==> src/radio_rx_settings.svh <==
// widths, depths and register offsets for the dual receive capture path

`ifndef RADIO_RX_SETTINGS_SVH
`define RADIO_RX_SETTINGS_SVH

// sample and gate widths
`define RX_SAMPLE_W   12
`define RX_MAG_W      13
`define RX_PAD_W      4

// fifo and drop counters
`define RX_FIFO_DEPTH 8
`define RX_DROP_W     16

// axi4-lite register map, byte offsets
`define RX_ADDR_W     8
`define REG_CTRL      8'h00
`define REG_THRESH    8'h04
`define REG_PAD       8'h08
`define REG_DROP_A    8'h0C
`define REG_DROP_B    8'h10

`endif
==> src/radio_rx_pkg.sv <==
// sample struct, channel tags, register map and bus state types

`default_nettype none

`include "radio_rx_settings.svh"

package radio_rx_pkg;

  // stream tag, bit 1 picks the receiver, bit 0 the channel
  typedef enum logic [1:0] {
    rx_a_ch0 = 2'd0,
    rx_a_ch1 = 2'd1,
    rx_b_ch0 = 2'd2,
    rx_b_ch1 = 2'd3
  } chan_id_e;

  // chan on top so the word lines up with the stream layout
  typedef struct packed {
    chan_id_e                        chan;
    logic signed [`RX_SAMPLE_W-1:0]  i;
    logic signed [`RX_SAMPLE_W-1:0]  q;
  } iq_sample_t;

  typedef enum logic [`RX_ADDR_W-1:0] {
    reg_ctrl   = `REG_CTRL,
    reg_thresh = `REG_THRESH,
    reg_pad    = `REG_PAD,
    reg_drop_a = `REG_DROP_A,
    reg_drop_b = `REG_DROP_B
  } reg_addr_e;

  typedef enum logic [1:0] {
    axil_idle,
    axil_wresp,
    axil_rdata
  } axil_state_e;

endpackage

`default_nettype wire

==> src/rx_sample_if.sv <==
// valid/ready sample link with source and sink views

`timescale 1ns/1ps
`default_nettype none

`include "radio_rx_settings.svh"

interface rx_sample_if;

  logic                            valid;
  logic                            ready;
  logic signed [`RX_SAMPLE_W-1:0]  i;
  logic signed [`RX_SAMPLE_W-1:0]  q;
  radio_rx_pkg::chan_id_e          chan;

  // source holds valid and data until ready is seen
  modport source (
    output valid, i, q, chan,
    input  ready
  );

  modport sink (
    input  valid, i, q, chan,
    output ready
  );

endinterface

`default_nettype wire

==> src/dual_rx_top.sv <==
// dual receiver capture top: two receive paths, arbiter and registers

`timescale 1ns/1ps
`default_nettype none

`include "radio_rx_settings.svh"

module dual_rx_top (
  input  logic                     clk,
  input  logic                     arst_n,
  // receiver a pins
  input  logic                     a_rx_frame_in,
  input  logic [`RX_SAMPLE_W-1:0]  a_rx_data_p0,
  input  logic [`RX_SAMPLE_W-1:0]  a_rx_data_p1,
  // receiver b pins
  input  logic                     b_rx_frame_in,
  input  logic [`RX_SAMPLE_W-1:0]  b_rx_data_p0,
  input  logic [`RX_SAMPLE_W-1:0]  b_rx_data_p1,
  output logic                     a_enable,
  output logic                     b_enable,
  // axi4-lite slave
  input  logic [`RX_ADDR_W-1:0]    awaddr,
  input  logic                     awvalid,
  output logic                     awready,
  input  logic [31:0]              wdata,
  input  logic [3:0]               wstrb,
  input  logic                     wvalid,
  output logic                     wready,
  output logic [1:0]               bresp,
  output logic                     bvalid,
  input  logic                     bready,
  input  logic [`RX_ADDR_W-1:0]    araddr,
  input  logic                     arvalid,
  output logic                     arready,
  output logic [31:0]              rdata,
  output logic [1:0]               rresp,
  output logic                     rvalid,
  input  logic                     rready,
  // sample stream out
  output logic                     m_axis_tvalid,
  input  logic                     m_axis_tready,
  output logic [31:0]              m_axis_tdata
);

  logic                      bypass;
  logic [`RX_MAG_W-1:0]      threshold;
  logic [`RX_PAD_W-1:0]      pad_count;
  logic [`RX_DROP_W-1:0]     drop_a;
  logic [`RX_DROP_W-1:0]     drop_b;
  logic                      dfr_a_valid;
  logic                      dfr_b_valid;
  logic                      gate_a_valid;
  logic                      gate_b_valid;
  radio_rx_pkg::iq_sample_t  dfr_a_sample;
  radio_rx_pkg::iq_sample_t  dfr_b_sample;
  radio_rx_pkg::iq_sample_t  gate_a_sample;
  radio_rx_pkg::iq_sample_t  gate_b_sample;

  rx_sample_if fifo_a_if ();
  rx_sample_if fifo_b_if ();

  ////////////////////////////////////////////////////////////
  // control registers
  ////////////////////////////////////////////////////////////

  rx_ctrl_regs u_regs (
    .*,
    .enable_a (a_enable),
    .enable_b (b_enable)
  );

  ////////////////////////////////////////////////////////////
  // receive path a
  ////////////////////////////////////////////////////////////

  cmos_rx_deframer #(.RX_INDEX(0)) u_dfr_a (
    .clk (clk), .arst_n (arst_n), .enable (a_enable),
    .rx_frame_in (a_rx_frame_in),
    .rx_data_p0 (a_rx_data_p0), .rx_data_p1 (a_rx_data_p1),
    .sample_valid (dfr_a_valid), .sample (dfr_a_sample)
  );

  sample_gate u_gate_a (
    .clk (clk), .arst_n (arst_n),
    .in_valid (dfr_a_valid), .in_sample (dfr_a_sample),
    .threshold (threshold), .pad_count (pad_count), .bypass (bypass),
    .out_valid (gate_a_valid), .out_sample (gate_a_sample)
  );

  sample_fifo u_fifo_a (
    .clk (clk), .arst_n (arst_n),
    .in_valid (gate_a_valid), .in_sample (gate_a_sample),
    .out (fifo_a_if.source), .drop_count (drop_a)
  );

  ////////////////////////////////////////////////////////////
  // receive path b
  ////////////////////////////////////////////////////////////

  cmos_rx_deframer #(.RX_INDEX(1)) u_dfr_b (
    .clk (clk), .arst_n (arst_n), .enable (b_enable),
    .rx_frame_in (b_rx_frame_in),
    .rx_data_p0 (b_rx_data_p0), .rx_data_p1 (b_rx_data_p1),
    .sample_valid (dfr_b_valid), .sample (dfr_b_sample)
  );

  sample_gate u_gate_b (
    .clk (clk), .arst_n (arst_n),
    .in_valid (dfr_b_valid), .in_sample (dfr_b_sample),
    .threshold (threshold), .pad_count (pad_count), .bypass (bypass),
    .out_valid (gate_b_valid), .out_sample (gate_b_sample)
  );

  sample_fifo u_fifo_b (
    .clk (clk), .arst_n (arst_n),
    .in_valid (gate_b_valid), .in_sample (gate_b_sample),
    .out (fifo_b_if.source), .drop_count (drop_b)
  );

  // merge both FIFOs onto the output stream
  stream_arbiter u_arb (
    .clk (clk), .arst_n (arst_n),
    .src_a (fifo_a_if.sink), .src_b (fifo_b_if.sink),
    .m_axis_tvalid (m_axis_tvalid), .m_axis_tready (m_axis_tready),
    .m_axis_tdata (m_axis_tdata)
  );

endmodule

`default_nettype wire

==> src/rx_ctrl_regs.sv <==
// axi4-lite register block for enables, gate settings and drop counts

`timescale 1ns/1ps
`default_nettype none

`include "radio_rx_settings.svh"

module rx_ctrl_regs (
  input  logic                    clk,
  input  logic                    arst_n,
  input  logic [`RX_ADDR_W-1:0]   awaddr,
  input  logic                    awvalid,
  output logic                    awready,
  input  logic [31:0]             wdata,
  input  logic [3:0]              wstrb,
  input  logic                    wvalid,
  output logic                    wready,
  output logic [1:0]              bresp,
  output logic                    bvalid,
  input  logic                    bready,
  input  logic [`RX_ADDR_W-1:0]   araddr,
  input  logic                    arvalid,
  output logic                    arready,
  output logic [31:0]             rdata,
  output logic [1:0]              rresp,
  output logic                    rvalid,
  input  logic                    rready,
  input  logic [`RX_DROP_W-1:0]   drop_a,
  input  logic [`RX_DROP_W-1:0]   drop_b,
  output logic                    enable_a,
  output logic                    enable_b,
  output logic                    bypass,
  output logic [`RX_MAG_W-1:0]    threshold,
  output logic [`RX_PAD_W-1:0]    pad_count
);

  radio_rx_pkg::axil_state_e state;
  radio_rx_pkg::reg_addr_e   wr_addr;
  radio_rx_pkg::reg_addr_e   rd_addr;
  logic                      wr_accept;
  logic                      rd_accept;
  logic [31:0]               rd_mux;

  // write wins when both arrive together
  assign wr_accept = (state == radio_rx_pkg::axil_idle) & awvalid & wvalid;
  assign rd_accept = (state == radio_rx_pkg::axil_idle) & arvalid & ~wr_accept;

  assign awready = wr_accept;
  assign wready  = wr_accept;
  assign arready = rd_accept;
  assign bvalid  = (state == radio_rx_pkg::axil_wresp);
  assign rvalid  = (state == radio_rx_pkg::axil_rdata);
  assign bresp   = 2'b00;
  assign rresp   = 2'b00;

  assign wr_addr = radio_rx_pkg::reg_addr_e'({awaddr[`RX_ADDR_W-1:2], 2'b00});
  assign rd_addr = radio_rx_pkg::reg_addr_e'({araddr[`RX_ADDR_W-1:2], 2'b00});

  ////////////////////////////////////////////////////////////
  // bus FSM and register writes
  ////////////////////////////////////////////////////////////

  always_ff @(posedge clk or negedge arst_n) begin
    if (!arst_n) begin
      state     <= radio_rx_pkg::axil_idle;
      enable_a  <= 1'b0;
      enable_b  <= 1'b0;
      bypass    <= 1'b0;
      threshold <= '0;
      pad_count <= '0;
    end else begin
      case (state)
        radio_rx_pkg::axil_idle: begin
          if (wr_accept) state <= radio_rx_pkg::axil_wresp;
          else if (rd_accept) state <= radio_rx_pkg::axil_rdata;
        end
        radio_rx_pkg::axil_wresp: if (bready) state <= radio_rx_pkg::axil_idle;
        radio_rx_pkg::axil_rdata: if (rready) state <= radio_rx_pkg::axil_idle;
        default: state <= radio_rx_pkg::axil_idle;
      endcase
      if (wr_accept) begin
        case (wr_addr)
          radio_rx_pkg::reg_ctrl: begin
            if (wstrb[0]) {bypass, enable_b, enable_a} <= wdata[2:0];
          end
          radio_rx_pkg::reg_thresh: begin
            if (wstrb[0]) threshold[7:0] <= wdata[7:0];
            if (wstrb[1]) threshold[`RX_MAG_W-1:8] <= wdata[`RX_MAG_W-1:8];
          end
          radio_rx_pkg::reg_pad: if (wstrb[0]) pad_count <= wdata[`RX_PAD_W-1:0];
          // drop counters and unmapped offsets ignore writes
          default: ;
        endcase
      end
    end
  end

  ////////////////////////////////////////////////////////////
  // read path
  ////////////////////////////////////////////////////////////

  always_comb begin
    case (rd_addr)
      radio_rx_pkg::reg_ctrl:   rd_mux = {29'b0, bypass, enable_b, enable_a};
      radio_rx_pkg::reg_thresh: rd_mux = {{(32-`RX_MAG_W){1'b0}}, threshold};
      radio_rx_pkg::reg_pad:    rd_mux = {{(32-`RX_PAD_W){1'b0}}, pad_count};
      radio_rx_pkg::reg_drop_a: rd_mux = {{(32-`RX_DROP_W){1'b0}}, drop_a};
      radio_rx_pkg::reg_drop_b: rd_mux = {{(32-`RX_DROP_W){1'b0}}, drop_b};
      default:                  rd_mux = 32'b0;
    endcase
  end

  always_ff @(posedge clk) begin
    if (rd_accept) rdata <= rd_mux;
  end

endmodule

`default_nettype wire

==> src/stream_arbiter.sv <==
// round-robin merge of two sample links into one output stream

`timescale 1ns/1ps
`default_nettype none

module stream_arbiter (
  input  logic         clk,
  input  logic         arst_n,
  rx_sample_if.sink    src_a,
  rx_sample_if.sink    src_b,
  output logic         m_axis_tvalid,
  input  logic         m_axis_tready,
  output logic [31:0]  m_axis_tdata
);

  logic load;
  logic prio_b;
  logic grant_a;
  logic grant_b;

  // output slot is free when empty or draining this cycle
  assign load = ~m_axis_tvalid | m_axis_tready;

  assign grant_a = load & src_a.valid & (~src_b.valid | ~prio_b);
  assign grant_b = load & src_b.valid & (~src_a.valid | prio_b);

  assign src_a.ready = grant_a;
  assign src_b.ready = grant_b;

  ////////////////////////////////////////////////////////////
  // output register
  ////////////////////////////////////////////////////////////

  always_ff @(posedge clk or negedge arst_n) begin
    if (!arst_n) begin
      m_axis_tvalid <= 1'b0;
      prio_b        <= 1'b0;
    end else begin
      if (load) m_axis_tvalid <= grant_a | grant_b;
      // whoever just won goes to the back
      if (grant_a) prio_b <= 1'b1;
      if (grant_b) prio_b <= 1'b0;
    end
  end

  // word: tag 25:24, i 23:12, q 11:0
  always_ff @(posedge clk) begin
    if (grant_a) begin
      m_axis_tdata <= {6'b0, src_a.chan, src_a.i, src_a.q};
    end else if (grant_b) begin
      m_axis_tdata <= {6'b0, src_b.chan, src_b.i, src_b.q};
    end
  end

endmodule

`default_nettype wire

==> src/sample_fifo.sv <==
// eight-entry dropping FIFO with saturating drop counter

`timescale 1ns/1ps
`default_nettype none

`include "radio_rx_settings.svh"

module sample_fifo (
  input  logic                        clk,
  input  logic                        arst_n,
  input  logic                        in_valid,
  input  radio_rx_pkg::iq_sample_t    in_sample,
  rx_sample_if.source                 out,
  output logic [`RX_DROP_W-1:0]       drop_count
);

  localparam int PTR_W = $clog2(`RX_FIFO_DEPTH);

  radio_rx_pkg::iq_sample_t mem [`RX_FIFO_DEPTH];
  logic [PTR_W-1:0]         wr_ptr;
  logic [PTR_W-1:0]         rd_ptr;
  logic [PTR_W:0]           count;
  logic                     full;
  logic                     push;
  logic                     pop;

  assign full = (count == (PTR_W+1)'(`RX_FIFO_DEPTH));
  assign push = in_valid & ~full;
  assign pop  = out.valid & out.ready;

  assign out.valid = (count != '0);
  assign out.i     = mem[rd_ptr].i;
  assign out.q     = mem[rd_ptr].q;
  assign out.chan  = mem[rd_ptr].chan;

  always_ff @(posedge clk or negedge arst_n) begin
    if (!arst_n) begin
      wr_ptr     <= '0;
      rd_ptr     <= '0;
      count      <= '0;
      drop_count <= '0;
    end else begin
      if (push) wr_ptr <= wr_ptr + 1'b1;
      if (pop)  rd_ptr <= rd_ptr + 1'b1;
      count <= count + push - pop;
      // a full FIFO loses the sample since the radio cannot stall
      if (in_valid && full && drop_count != '1) begin
        drop_count <= drop_count + 1'b1;
      end
    end
  end

  always_ff @(posedge clk) begin
    if (push) mem[wr_ptr] <= in_sample;
  end

endmodule

`default_nettype wire

==> src/sample_gate.sv <==
// magnitude threshold gate with per-channel trailing padding

`timescale 1ns/1ps
`default_nettype none

`include "radio_rx_settings.svh"

module sample_gate (
  input  logic                        clk,
  input  logic                        arst_n,
  input  logic                        in_valid,
  input  radio_rx_pkg::iq_sample_t    in_sample,
  input  logic [`RX_MAG_W-1:0]        threshold,
  input  logic [`RX_PAD_W-1:0]        pad_count,
  input  logic                        bypass,
  output logic                        out_valid,
  output radio_rx_pkg::iq_sample_t    out_sample
);

  logic [`RX_SAMPLE_W-1:0] abs_i;
  logic [`RX_SAMPLE_W-1:0] abs_q;
  logic [`RX_MAG_W-1:0]    mag;
  logic                    above;
  logic                    chan_sel;
  logic [`RX_PAD_W-1:0]    pad_left [2];
  logic                    pass;

  ////////////////////////////////////////////////////////////
  // magnitude and decision
  ////////////////////////////////////////////////////////////

  // -2048 wraps to 12'h800, still right as unsigned
  assign abs_i = in_sample.i[`RX_SAMPLE_W-1] ? -in_sample.i : in_sample.i;
  assign abs_q = in_sample.q[`RX_SAMPLE_W-1] ? -in_sample.q : in_sample.q;
  assign mag   = {1'b0, abs_i} + {1'b0, abs_q};
  assign above = (mag >= threshold);

  assign chan_sel = in_sample.chan[0];
  assign pass     = bypass | above | (pad_left[chan_sel] != '0);

  // trailing pad countdown, one per channel
  always_ff @(posedge clk or negedge arst_n) begin
    if (!arst_n) begin
      pad_left[0] <= '0;
      pad_left[1] <= '0;
    end else if (in_valid) begin
      if (above) begin
        pad_left[chan_sel] <= pad_count;
      end else if (pad_left[chan_sel] != '0) begin
        pad_left[chan_sel] <= pad_left[chan_sel] - 1'b1;
      end
    end
  end

  always_ff @(posedge clk or negedge arst_n) begin
    if (!arst_n) begin
      out_valid <= 1'b0;
    end else begin
      out_valid <= in_valid & pass;
    end
  end

  always_ff @(posedge clk) begin
    out_sample <= in_sample;
  end

endmodule

`default_nettype wire

==> src/cmos_rx_deframer.sv <==
// single data rate deframer for one cmos receive port

`timescale 1ns/1ps
`default_nettype none

`include "radio_rx_settings.svh"

module cmos_rx_deframer #(
  parameter int RX_INDEX = 0
) (
  input  logic                        clk,
  input  logic                        arst_n,
  input  logic                        enable,
  input  logic                        rx_frame_in,
  input  logic [`RX_SAMPLE_W-1:0]     rx_data_p0,
  input  logic [`RX_SAMPLE_W-1:0]     rx_data_p1,
  output logic                        sample_valid,
  output radio_rx_pkg::iq_sample_t    sample
);

  logic [1:0] tag;

  // receiver index on bit 1, frame low means channel 1
  assign tag = {RX_INDEX[0], ~rx_frame_in};

  ////////////////////////////////////////////////////////////
  // pin capture
  ////////////////////////////////////////////////////////////

  always_ff @(posedge clk or negedge arst_n) begin
    if (!arst_n) begin
      sample_valid <= 1'b0;
    end else begin
      // radio is idle while disabled, nothing goes downstream
      sample_valid <= enable;
    end
  end

  always_ff @(posedge clk) begin
    sample.i    <= rx_data_p0;
    sample.q    <= rx_data_p1;
    sample.chan <= radio_rx_pkg::chan_id_e'(tag);
  end

endmodule

`default_nettype wire

==> config.mk <==
export PLATFORM = sky130hd
export DESIGN_NAME = dual_rx_top
export DESIGN_NICKNAME = d
export VERILOG_FILES = /design/src/radio_rx_pkg.sv /design/src/rx_sample_if.sv /design/src/dual_rx_top.sv /design/src/rx_ctrl_regs.sv /design/src/stream_arbiter.sv /design/src/sample_fifo.sv /design/src/sample_gate.sv /design/src/cmos_rx_deframer.sv
export VERILOG_INCLUDE_DIRS = /design/src
export SDC_FILE = /design/constraint.sdc
export NUM_CORES = 1
export LEC_CHECK = 0
export ABC_AREA = 0
export BUFFER_PORTS_ARGS = -buffer_cell sky130_fd_sc_hd__buf_2
export CAP_MARGIN = 20
export CORE_MARGIN = 8
export CORE_UTILIZATION = 35
export DETAILED_ROUTE_END_ITERATION = 16
export PLACE_DENSITY = 0.55
export SLEW_MARGIN = 5
export SYNTH_ARGS = -nofsm -noshare
export SYNTH_HDL_FRONTEND = slang
export SYNTH_SLANG_ARGS = --single-unit
==> constraint.sdc <==
create_clock -name clk -period 4.7 [get_ports clk]
set_clock_uncertainty 0.15 [all_clocks]
set_input_delay 0.235 -clock clk [delete_from_list [all_inputs] [get_ports clk]]
set_output_delay 0.235 -clock clk [all_outputs]
set_load 0.01 [all_outputs]
=== Word level (Yosys, flattened, before mapping) ===
Memories as Yosys holds them, arrays and structs flattened.
Index checks and enable logic that the tools add are counted.

* Bits in registers: 254
* Memory bits (writable): 400
* Input port bits: 110
* Output and inout bits: 76
* Word-level logic and storage cells: 172
* Memories: 2

{| class="wikitable"
|+ Memories
! name !! depth !! bits a word !! rd ports !! clocked after Yosys merged registers in !! write ports !! line !! text
|-
| u_fifo_a.mem || 8 || 25 || 1 || 0 || 1 || sample_fifo.sv:19 || <nowiki>radio_rx_pkg::iq_sample_t mem [`RX_FIFO_DEPTH];</nowiki>
|-
| u_fifo_b.mem || 8 || 25 || 1 || 0 || 1 || sample_fifo.sv:19 ||
|}

* $add $sub $neg: 18
* Magnitude comparators: 6
* Eq/ne operators: 15
* Muxes and demuxes: 36
* Bitwise logic cells: 33
* Reductions and logical operators: 23

{| class="wikitable"
|+ Operators with widths
! cell !! count
|-
| case mux 16 bit (5 select lines) || 1
|-
| two-way mux 26 bit || 2
|-
| two-way mux 12 bit || 4
|-
| negator 12 bit || 4
|-
| adder 16 x 1 -> 16 bit, second input constant || 2
|-
| bitwise mux 8 bit || 4
|-
| two-way mux 4 bit || 8
|-
| two-way mux 8 bit || 4
|-
| != test 16 bit, second input constant || 2
|-
| adder 12 x 12 -> 13 bit || 2
|-
| >= comparator 13 bit || 2
|-
| equality test 6 x 2 -> 1 bit, second input constant || 3
|-
| logical NOT 8 bit || 2
|-
| nonzero test 4 bit || 4
|-
| AND reduction 3 bit || 5
|-
| bitwise AND 1 bit || 14
|-
| adder 3 x 1 -> 3 bit, second input constant || 4
|-
| equality test 6 x 1 -> 1 bit, second input constant || 2
|-
| NOT 1 bit || 9
|-
| adder 4 x 1 -> 4 bit || 2
|-
| demux 4 bit (select 1 bit) || 2
|-
| equality test 4 bit, second input constant || 2
|-
| two-way mux 2 bit || 4
|-
| bitwise OR 1 bit || 8
|-
| 16 further kinds || 35
|}

=== Longest topological paths before layout ===
Gate-level depths: netlist of the first run.

* Depth after elaboration: 8
* Mapped depth: 20
* Depth with buffers taken out: 19

=== Cells and area by module ===
Synthesis of the first run repeated with hierarchy kept, for this count alone.

* Cells, all modules: 1634
* Area, all modules: 27289.9 um^2

{| class="wikitable"
|+ Modules (own cells, without submodules)
! module !! instances !! cells each !! area each (um^2) !! sequential area each (um^2)
|-
| sample_fifo (u_fifo_a) || 1 || 428 || 9151.3 || 6896.6
|-
| sample_fifo (u_fifo_b) || 1 || 428 || 9136.3 || 6896.6
|-
| sample_gate (u_gate_a) || 1 || 250 || 2306.0 || 745.7
|-
| sample_gate (u_gate_b) || 1 || 244 || 2265.9 || 745.7
|-
| rx_ctrl_regs || 1 || 152 || 2014.4 || 1031.0
|-
| stream_arbiter || 1 || 74 || 1335.0 || 830.8
|-
| cmos_rx_deframer || 2 || 29 || 540.5 || 525.5
|}

=== Worst setup path before layout of the first run ===
No wires, ideal clock.

* Path type: register -> register
* Start: reg u_dfr_a.sample[0] in the netlist's numbering
* End: reg u_gate_a.pad_left[5] in the netlist's numbering
* Library setup time: 0.079 ns
* Arrival time: 3.769 ns
* Required time: 4.471 ns
* Path slack: 0.702 ns
* Stages on the path, launching flop included: 16
* Buffers on the path: 0
* Period minus slack after synthesis: 3.998 ns
* Path through: dfxtp_1 -> or3_1 -> nand2_1 -> xnor2_1 -> ha_1 -> o21a_1 -> a2111oi_0 -> nor4_1 -> mux2i_1 -> nand3_1 -> ha_1 -> nand3_1 -> or3_1 -> o211a_1 -> a21boi_1 -> a2bb2oi_1

* Longest elaborated chain between the ends: 6
* Elaborated cells on any way between the ends: 7
* Those cells by class: add/sub: 2; order compare: 1; mux: 2; reduce/logical: 2

{| class="wikitable"
|+ Ends and longest elaborated chain
! item !! line !! text
|-
| from (decl) || cmos_rx_deframer.sv:18 || <nowiki>output radio_rx_pkg::iq_sample_t sample</nowiki>
|-
| negator 12 bit || sample_gate.sv:34 || <nowiki>assign abs_q = in_sample.q[`RX_SAMPLE_W-1] ? -in_sample.q : in_sample.q;</nowiki>
|-
| two-way mux 12 bit (*) || sample_gate.sv:34 ||
|-
| adder 12 x 12 -> 13 bit (*) || sample_gate.sv:35 || <nowiki>assign mag = {1'b0, abs_i} + {1'b0, abs_q};</nowiki>
|-
| >= comparator 13 bit (*) || sample_gate.sv:36 || <nowiki>assign above = (mag >= threshold);</nowiki>
|-
| nonzero test 2 bit (no source line) || - ||
|-
| AND reduction 2 bit (no source line) || - ||
|-
| to (signal, indexed assignment) || sample_gate.sv:48 || <nowiki>pad_left[chan_sel] <= pad_count;</nowiki>
|-
| to (signal, indexed assignment) || sample_gate.sv:50 || <nowiki>pad_left[chan_sel] <= pad_left[chan_sel] - 1'b1;</nowiki>
|-
| to (decl) || sample_gate.sv:25 || <nowiki>logic [`RX_PAD_W-1:0] pad_left [2];</nowiki>
|}

Mark *: on every way between the ends. The rest lies on a longest branch, timed or not.
A chain may end at the register's enable or synchronous reset.

=== Worst setup path after layout of the first run ===
* Start: reg u_dfr_a.sample[12] in the netlist's numbering
* End: reg u_gate_a.pad_left[6] in the netlist's numbering

* Longest elaborated chain between the ends: 6
* Elaborated cells on any way between the ends: 7
* Those cells by class: add/sub: 2; order compare: 1; mux: 2; reduce/logical: 2

{| class="wikitable"
|+ Ends and longest elaborated chain
! item !! line !! text
|-
| negator 12 bit || sample_gate.sv:33 || <nowiki>assign abs_i = in_sample.i[`RX_SAMPLE_W-1] ? -in_sample.i : in_sample.i;</nowiki>
|-
| two-way mux 12 bit (*) || sample_gate.sv:33 ||
|-
| adder 12 x 12 -> 13 bit (*) || sample_gate.sv:35 ||
|-
| >= comparator 13 bit (*) || sample_gate.sv:36 ||
|-
| nonzero test 2 bit (no source line) || - ||
|-
| AND reduction 2 bit (no source line) || - ||
|}

Marks and branches as above.

==> results of run 1 <==
power by group:
group	switching, mW	total [mW]	internal, mW
clock network	2.21	5.36	3.15
logic	1.96	3.76	1.80
registers	0.516	6.96	6.44
layout make-up:
cell class | instances | area, um2 | area share
Clock buffer | 91 | 1890 | 0.0608
Inverter | 68 | 255 | 0.00820
Tap cell | 969 | 1210 | 0.0389
Sequential cell | 638 | 17700 | 0.568
Timing Repair Buffer | 232 | 1630 | 0.0523
Clock inverter | 38 | 382 | 0.0123
Antenna cell | 1 | 2.50 | 0.0000804
Multi-Input combinational cell | 874 | 8070 | 0.259
cells in the mapped netlist, types with 3 or more instances:
cell | count | area share
clkbuf_1 | 32 | 0.0046
o2111ai_1 | 4 | 0.0013
nor2b_1 | 36 | 0.0086
buf_2 | 13 | 0.0025
or3_1 | 8 | 0.0019
mux2_2 | 28 | 0.012
edfxtp_1 | 442 | 0.51
o2bb2ai_1 | 3 | 0.0010
a2bb2oi_1 | 8 | 0.0027
nor4b_1 | 3 | 0.0010
xor2_1 | 22 | 0.0074
inv_1 | 68 | 0.0098
o22ai_1 | 5 | 0.0012
or4_1 | 3 | 0.00086
nor2_1 | 48 | 0.0069
o31ai_1 | 10 | 0.0029
o21ai_0 | 45 | 0.0086
buf_1 | 3 | 0.00043
a21o_1 | 12 | 0.0034
nand2b_1 | 21 | 0.0050
dfrtp_1 | 96 | 0.092
nand4_1 | 9 | 0.0022
nor3b_1 | 3 | 0.00086
nand3_1 | 26 | 0.0050
ha_1 | 76 | 0.036
o21bai_1 | 3 | 0.00086
dfxtp_1 | 100 | 0.077
nand2_1 | 80 | 0.011
o21a_1 | 9 | 0.0026
a211oi_1 | 26 | 0.0075
a21oi_1 | 51 | 0.0098
fa_1 | 4 | 0.0031
mux2i_1 | 52 | 0.020
buf_4 | 27 | 0.0078
a21boi_1 | 3 | 0.00086
xnor2_1 | 74 | 0.025
and2_1 | 5 | 0.0012
and4_1 | 3 | 0.0010
a32o_1 | 3 | 0.0011
and3_1 | 11 | 0.0026
mux4_2 | 100 | 0.086
nor3_1 | 15 | 0.0029
nor4_1 | 9 | 0.0022
per-stage QoR:
stage / worst slack, ns / cells / utilization / power (mW)
floorplan: 0.702 / 1656 / - / 9.53
global placement: 0.132 / 2709 / 0.378 / 10.8
detailed placement: 0.0769 / 2709 / 0.378 / 10.8
CTS: 0.0316 / 2910 / 0.419 / 16.3
global route: -0.000721 / 2910 / 0.419 / 16.9
finish: 0.327 / 2911 / 0.420 / 16.1
registers in the layout, summed over array words and instances, names as in the netlist, 8 cells and up:
signal               flops
u_dfr_b.sample          25
u_fifo_b.drop_count     16
u_fifo_a.mem           200
u_dfr_a.sample          25
u_regs.rdata            16
u_gate_a.pad_left        8
u_gate_a.out_sample     25
u_fifo_a.drop_count     16
u_fifo_b.mem           200
u_arb.m_axis_tdata      26
u_regs.threshold        13
u_gate_b.out_sample     25
u_gate_b.pad_left        8
cells by family after synthesis:
| group | share of synthesized area |
|---|---|
| buf+inv | 0.0255 |
| fa+ha+maj | 0.0394 |
| xor+xnor | 0.0322 |
| other cells | 0.000143 |
| compound gates | 0.0520 |
| simple gates | 0.0566 |
| flops | 0.676 |
| mux | 0.118 |
critical path: stages (launching register included):
cell       delay (ns)
dfxtp_1          0.36
nor3_2           0.24
nand2_1          0.09
or3_1            0.36
o31ai_1          0.26
xnor2_1          0.12
ha_1             0.36
nand2_1          0.10
nor4_2           0.31
mux2i_1          0.22
nand3_1          0.11
ha_1             0.31
nand3_1          0.10
or3_1            0.42
o211a_2          0.33
a21boi_2         0.25
a2bb2oi_1        0.19
per-layer routing:
layer	share of wire	vias to the layer above	global-route usage
met3	0.052	96	0.0322
met2	0.49	336	0.243
met4	0.026	4	0.0430
met5	0.00044	-	0
met1	0.44	7235	0.188
li1	-	6673	-
what timing repair did:
action                     in CTS  in global routing
setup endpoints to repair       0                 17
hold endpoints to repair      125                  0
gates resized for setup         0                 17
hold buffers                   72                  0
final timing paths:
kind | depth (start not counted) | slack (ns) | endpoint
min | 3 | 0.05 | u_regs.pad_count[1]
max reg2reg | 16 | 0.33 | u_gate_a.pad_left[6]
max in group asynchronous | 3 | 3.24 | u_fifo_a.drop_count[3]
max | 16 | 0.33 | u_gate_a.pad_left[6]
min in group asynchronous | 2 | 0.06 | u_regs.state[1]
min reg2reg | 0 | 0.23 | u_gate_a.out_sample[10]
==> results.yml, run 1 <==
global_route:
  grt_antenna_before_repair: 8
  grt_pass1_vias: 15400
  grt_max_degree: 56
  grtUsageTotal: 0.145
  grt_pass1_wl_um: 91600
  grt.overflow.total: 0
logic_synthesis:
  ys_types: 70
  ys_seq_elements: 638
  yosys_warnings: 0
  seq_area_frac_synth: 0.676
  async_flop_share: 0.150
  syn_avg_cell_area_um2: 16.0
  synth_edf_count: 442
  synthCells: 1631
  synth_area_um2: 26100
  synth-main-ff-cell: "edfxtp_1"
finish:
  fillCellCount: 6628
  drive_above_1_share: 0.220
  layout_commonest_cell: "edfxtp_1"
  final_nets: 2074
  area_delta_synth_final_pct: 19.1
  final_cell_mix: "edfxtp_1 (442), buf_2 (133), mux4_2 (100), dfxtp_1 (100), dfrtp_1 (92)"
  fin_area_um2: 31100
setup_path:
  arrival_ns: 4.73
  rr_startpoint: "u_dfr_a.sample[12]"
  critPathLaunch: "u_dfr_a.sample[12]"
  startpoint_type: "flip-flop"
  end_kind: "flip-flop"
  worstSetupPathType: "reg -> reg"
  critPathRequiredTime_ns: 5.06
  critPathMaxFanout: 8
placed_design:
  numPortBuffers: 134
  place_hpwl_um: 39800
  gp_congestion: 0.796
  placed_area_um2: 28100
sta:
  max_freq_mhz: 229
  slew_violations: 0
  period_share: 0.930
  hold_viol_final: 0
  tightestPinTransition_ns: 1.03
  timing.hold.ws_ns: 0.0455
  slew_headroom: 0.308
  fin_setup_tns_ns: 0
  final-setup-viol-count: 0
  fin_crit_ns: 4.37
floorplanning:
  initial_core_util: 0.352
  dieArea_um2: 83700
  rows: 100
  die_h_um: 289
  chipWidth_um: 289
  io_pins: 186
  core_region_area_um2: 74200
drt:
  vias: 14300
  routed_wirelength_um: 60700
  drtIter0Drc: 869
  first_pass_iters: 5
  ant_nets: 0
  routedWlPerCell_um: 20.8
  drc: 0
  via_per_inst: 4.93
clock_network:
  cts_buffers: 70
  clkTransAtPathRegs_ns: 0.06
  cts-htree-levels: 3
  cts_tree: "built"
  cts_buffer_depth: 3
  postCtsSetupBuffers: 0
  clock-sinks: 638
  clock_latency_ns: 0.61
  ctsRootBufferMaster: "clkbuf_16"
power:
  peakVddDrop_uv: 252
  leakage_nw: 11.5
  p_per_area_nw_per_um2: 517
hold_path:
  min_path_type: "in -> reg"
  min-delay-start: "awaddr[3]"
status:
  status: "complete, no violations"
run:
  cap_violations: 0
No activity file was read; power rests on OpenSTA's default activity.
==> run 2, diff against run 1 <==
--- a/config.mk
+++ b/config.mk
@@ -14,2 +14,3 @@
 export DETAILED_ROUTE_END_ITERATION = 16
+export GPL_ROUTABILITY_DRIVEN = 0
 export PLACE_DENSITY = 0.55
==> constraint.sdc (replaced) <==
create_clock -name clk -period 4.7 [get_ports clk]
set_clock_uncertainty 0.15 [all_clocks]
set_input_delay 0.94 -clock clk [delete_from_list [all_inputs] [get_ports clk]]
set_output_delay 0.94 -clock clk [all_outputs]
set_load 0.1 [all_outputs]
==> results.yml, run 2 (synthesis gave the netlist of run 1 again) <==
status:
  status: "complete, no violations"
setup_path:
  critPathRequiredTime_ns: 5.06
  critPathLaunch: "u_dfr_a.sample[12]"
  arrival_ns: 4.71
  rr_startpoint: "u_dfr_a.sample[12]"
  end_kind: "flip-flop"
  worstSetupPathType: "reg -> reg"
  startpoint_type: "flip-flop"
  critPathMaxFanout: 8
drt:
  drc: 0
  vias: 14200
  drtIter0Drc: 784
  ant_nets: 0
  via_per_inst: 4.98
  routedWlPerCell_um: 21.4
  first_pass_iters: 7
  routed_wirelength_um: 60900
finish:
  fillCellCount: 6696
  final_nets: 2008
  fin_util: 0.410
  reg_top3: "u_fifo_a.mem (200), u_fifo_b.mem (200), u_arb.m_axis_tdata (26)"
  final_cell_mix: "edfxtp_1 (442), buf_2 (133), mux4_2 (100), dfxtp_1 (100), dfrtp_1 (92)"
  layout_commonest_cell: "edfxtp_1"
  area_delta_synth_final_pct: 16.4
  drive_above_1_share: 0.233
sta:
  slew_headroom: 0.264
  final-setup-viol-count: 0
  period_share: 0.926
  slew_violations: 0
  timing.hold.ws_ns: 0.229
  max_freq_mhz: 230
  hold_viol_final: 0
  fin_crit_ns: 4.35
  tightestPinTransition_ns: 1.10
clock_network:
  clkTransAtPathRegs_ns: 0.06
  cts_buffers: 67
  cts-htree-levels: 3
  postCtsSetupBuffers: 0
  cts_tree: "built"
  clock-sinks: 638
  clock_latency_ns: 0.60
  cts_buffer_depth: 3
  ctsHoldBuffers: 0
  ctsRootBufferMaster: "clkbuf_16"
  cts_resized: 0
power:
  leakage_nw: 11.2
  p_per_area_nw_per_um2: 560
  peakVddDrop_uv: 288
  power_mw: 17.0
global_route:
  grt_pass1_wl_um: 91000
  grt_pass1_vias: 15100
  grt_antenna_before_repair: 6
  grt.overflow.total: 0
  grtUsageTotal: 0.145
  grt_max_degree: 71
hold_path:
  min_path_type: "reg -> reg"
  min-delay-start: "u_dfr_b.sample[9]"
floorplanning:
  dieArea_um2: 83700
  rows: 100
  io_pins: 186
  die_h_um: 289
  chipWidth_um: 289
  initial_core_util: 0.352
  core_region_area_um2: 74200
placed_design:
  numPortBuffers: 134
  place_hpwl_um: 40300
run:
  cap_violations: 0
run 2: report_power, final:
part,total [mW],internal (mW),switching (mW)
Sequential,7.05,6.44,0.613
Clock,5.34,3.17,2.17
Combinational,4.66,1.77,2.89
run 2: per-layer routing:
metal | wire length, um | vias to the layer above | GRT usage
met3 | 3040 | 76 | 0.0264
met1 | 26600 | 7238 | 0.190
met5 | 0 | - | 0
met4 | 1420 | 0 | 0.0468
met2 | 29900 | 319 | 0.243
li1 | - | 6539 | -
run 2: metrics by stage:
stage	setup TNS [ns]	setup WS [ns]	instances	cell area (um2)
CTS	0	0.0695	2840	30400
detailed placement	0	0.0861	2717	28100
global placement	0	0.105	2717	28100
finish	0	0.350	2843	30400
global route	-0.0000182	-0.0000182	2841	30400
floorplan	0	0.702	1656	26200
run 2: cell type report:
| type | instances | area [um2] | share of cell area |
|---|---|---|---|
| timing repair buffer | 169 | 968 | 0.0318 |
| antenna | 2 | 5.00 | 0.000164 |
| clock buffer | 95 | 1970 | 0.0647 |
| multi-input combinational | 874 | 8050 | 0.264 |
| sequential | 638 | 17700 | 0.581 |
| tap | 969 | 1210 | 0.0398 |
| clock inverter | 28 | 294 | 0.00966 |
| inverter | 68 | 255 | 0.00839 |
run 2: final timing paths:
kind	to	cells past startpoint	slack, ns
worst max register to register	u_gate_a.pad_left[3]	18	0.35
min in group asynchronous	u_gate_a.pad_left[5]	1	0.34
worst min-delay path	u_gate_b.out_sample[9]	0	0.23
worst max-delay path	u_gate_a.pad_left[3]	18	0.35
worst min register to register	u_gate_b.out_sample[9]	0	0.23
max in group asynchronous	u_fifo_a.drop_count[4]	2	3.10
run 2: worst max-delay path, cell delays in order (launching register included):
cell	delay [ns]
dfxtp_1	0.36
inv_1	0.08
ha_1	0.16
nand2b_1	0.08
nor4_1	0.31
nand2b_1	0.12
o21ai_0	0.22
xnor2_1	0.10
ha_1	0.37
nand2_1	0.10
nor4_2	0.30
mux2i_1	0.23
nand3_1	0.10
ha_1	0.30
nand3_1	0.09
or3_1	0.41
o211a_1	0.33
a21boi_2	0.26
a2bb2oi_1	0.21
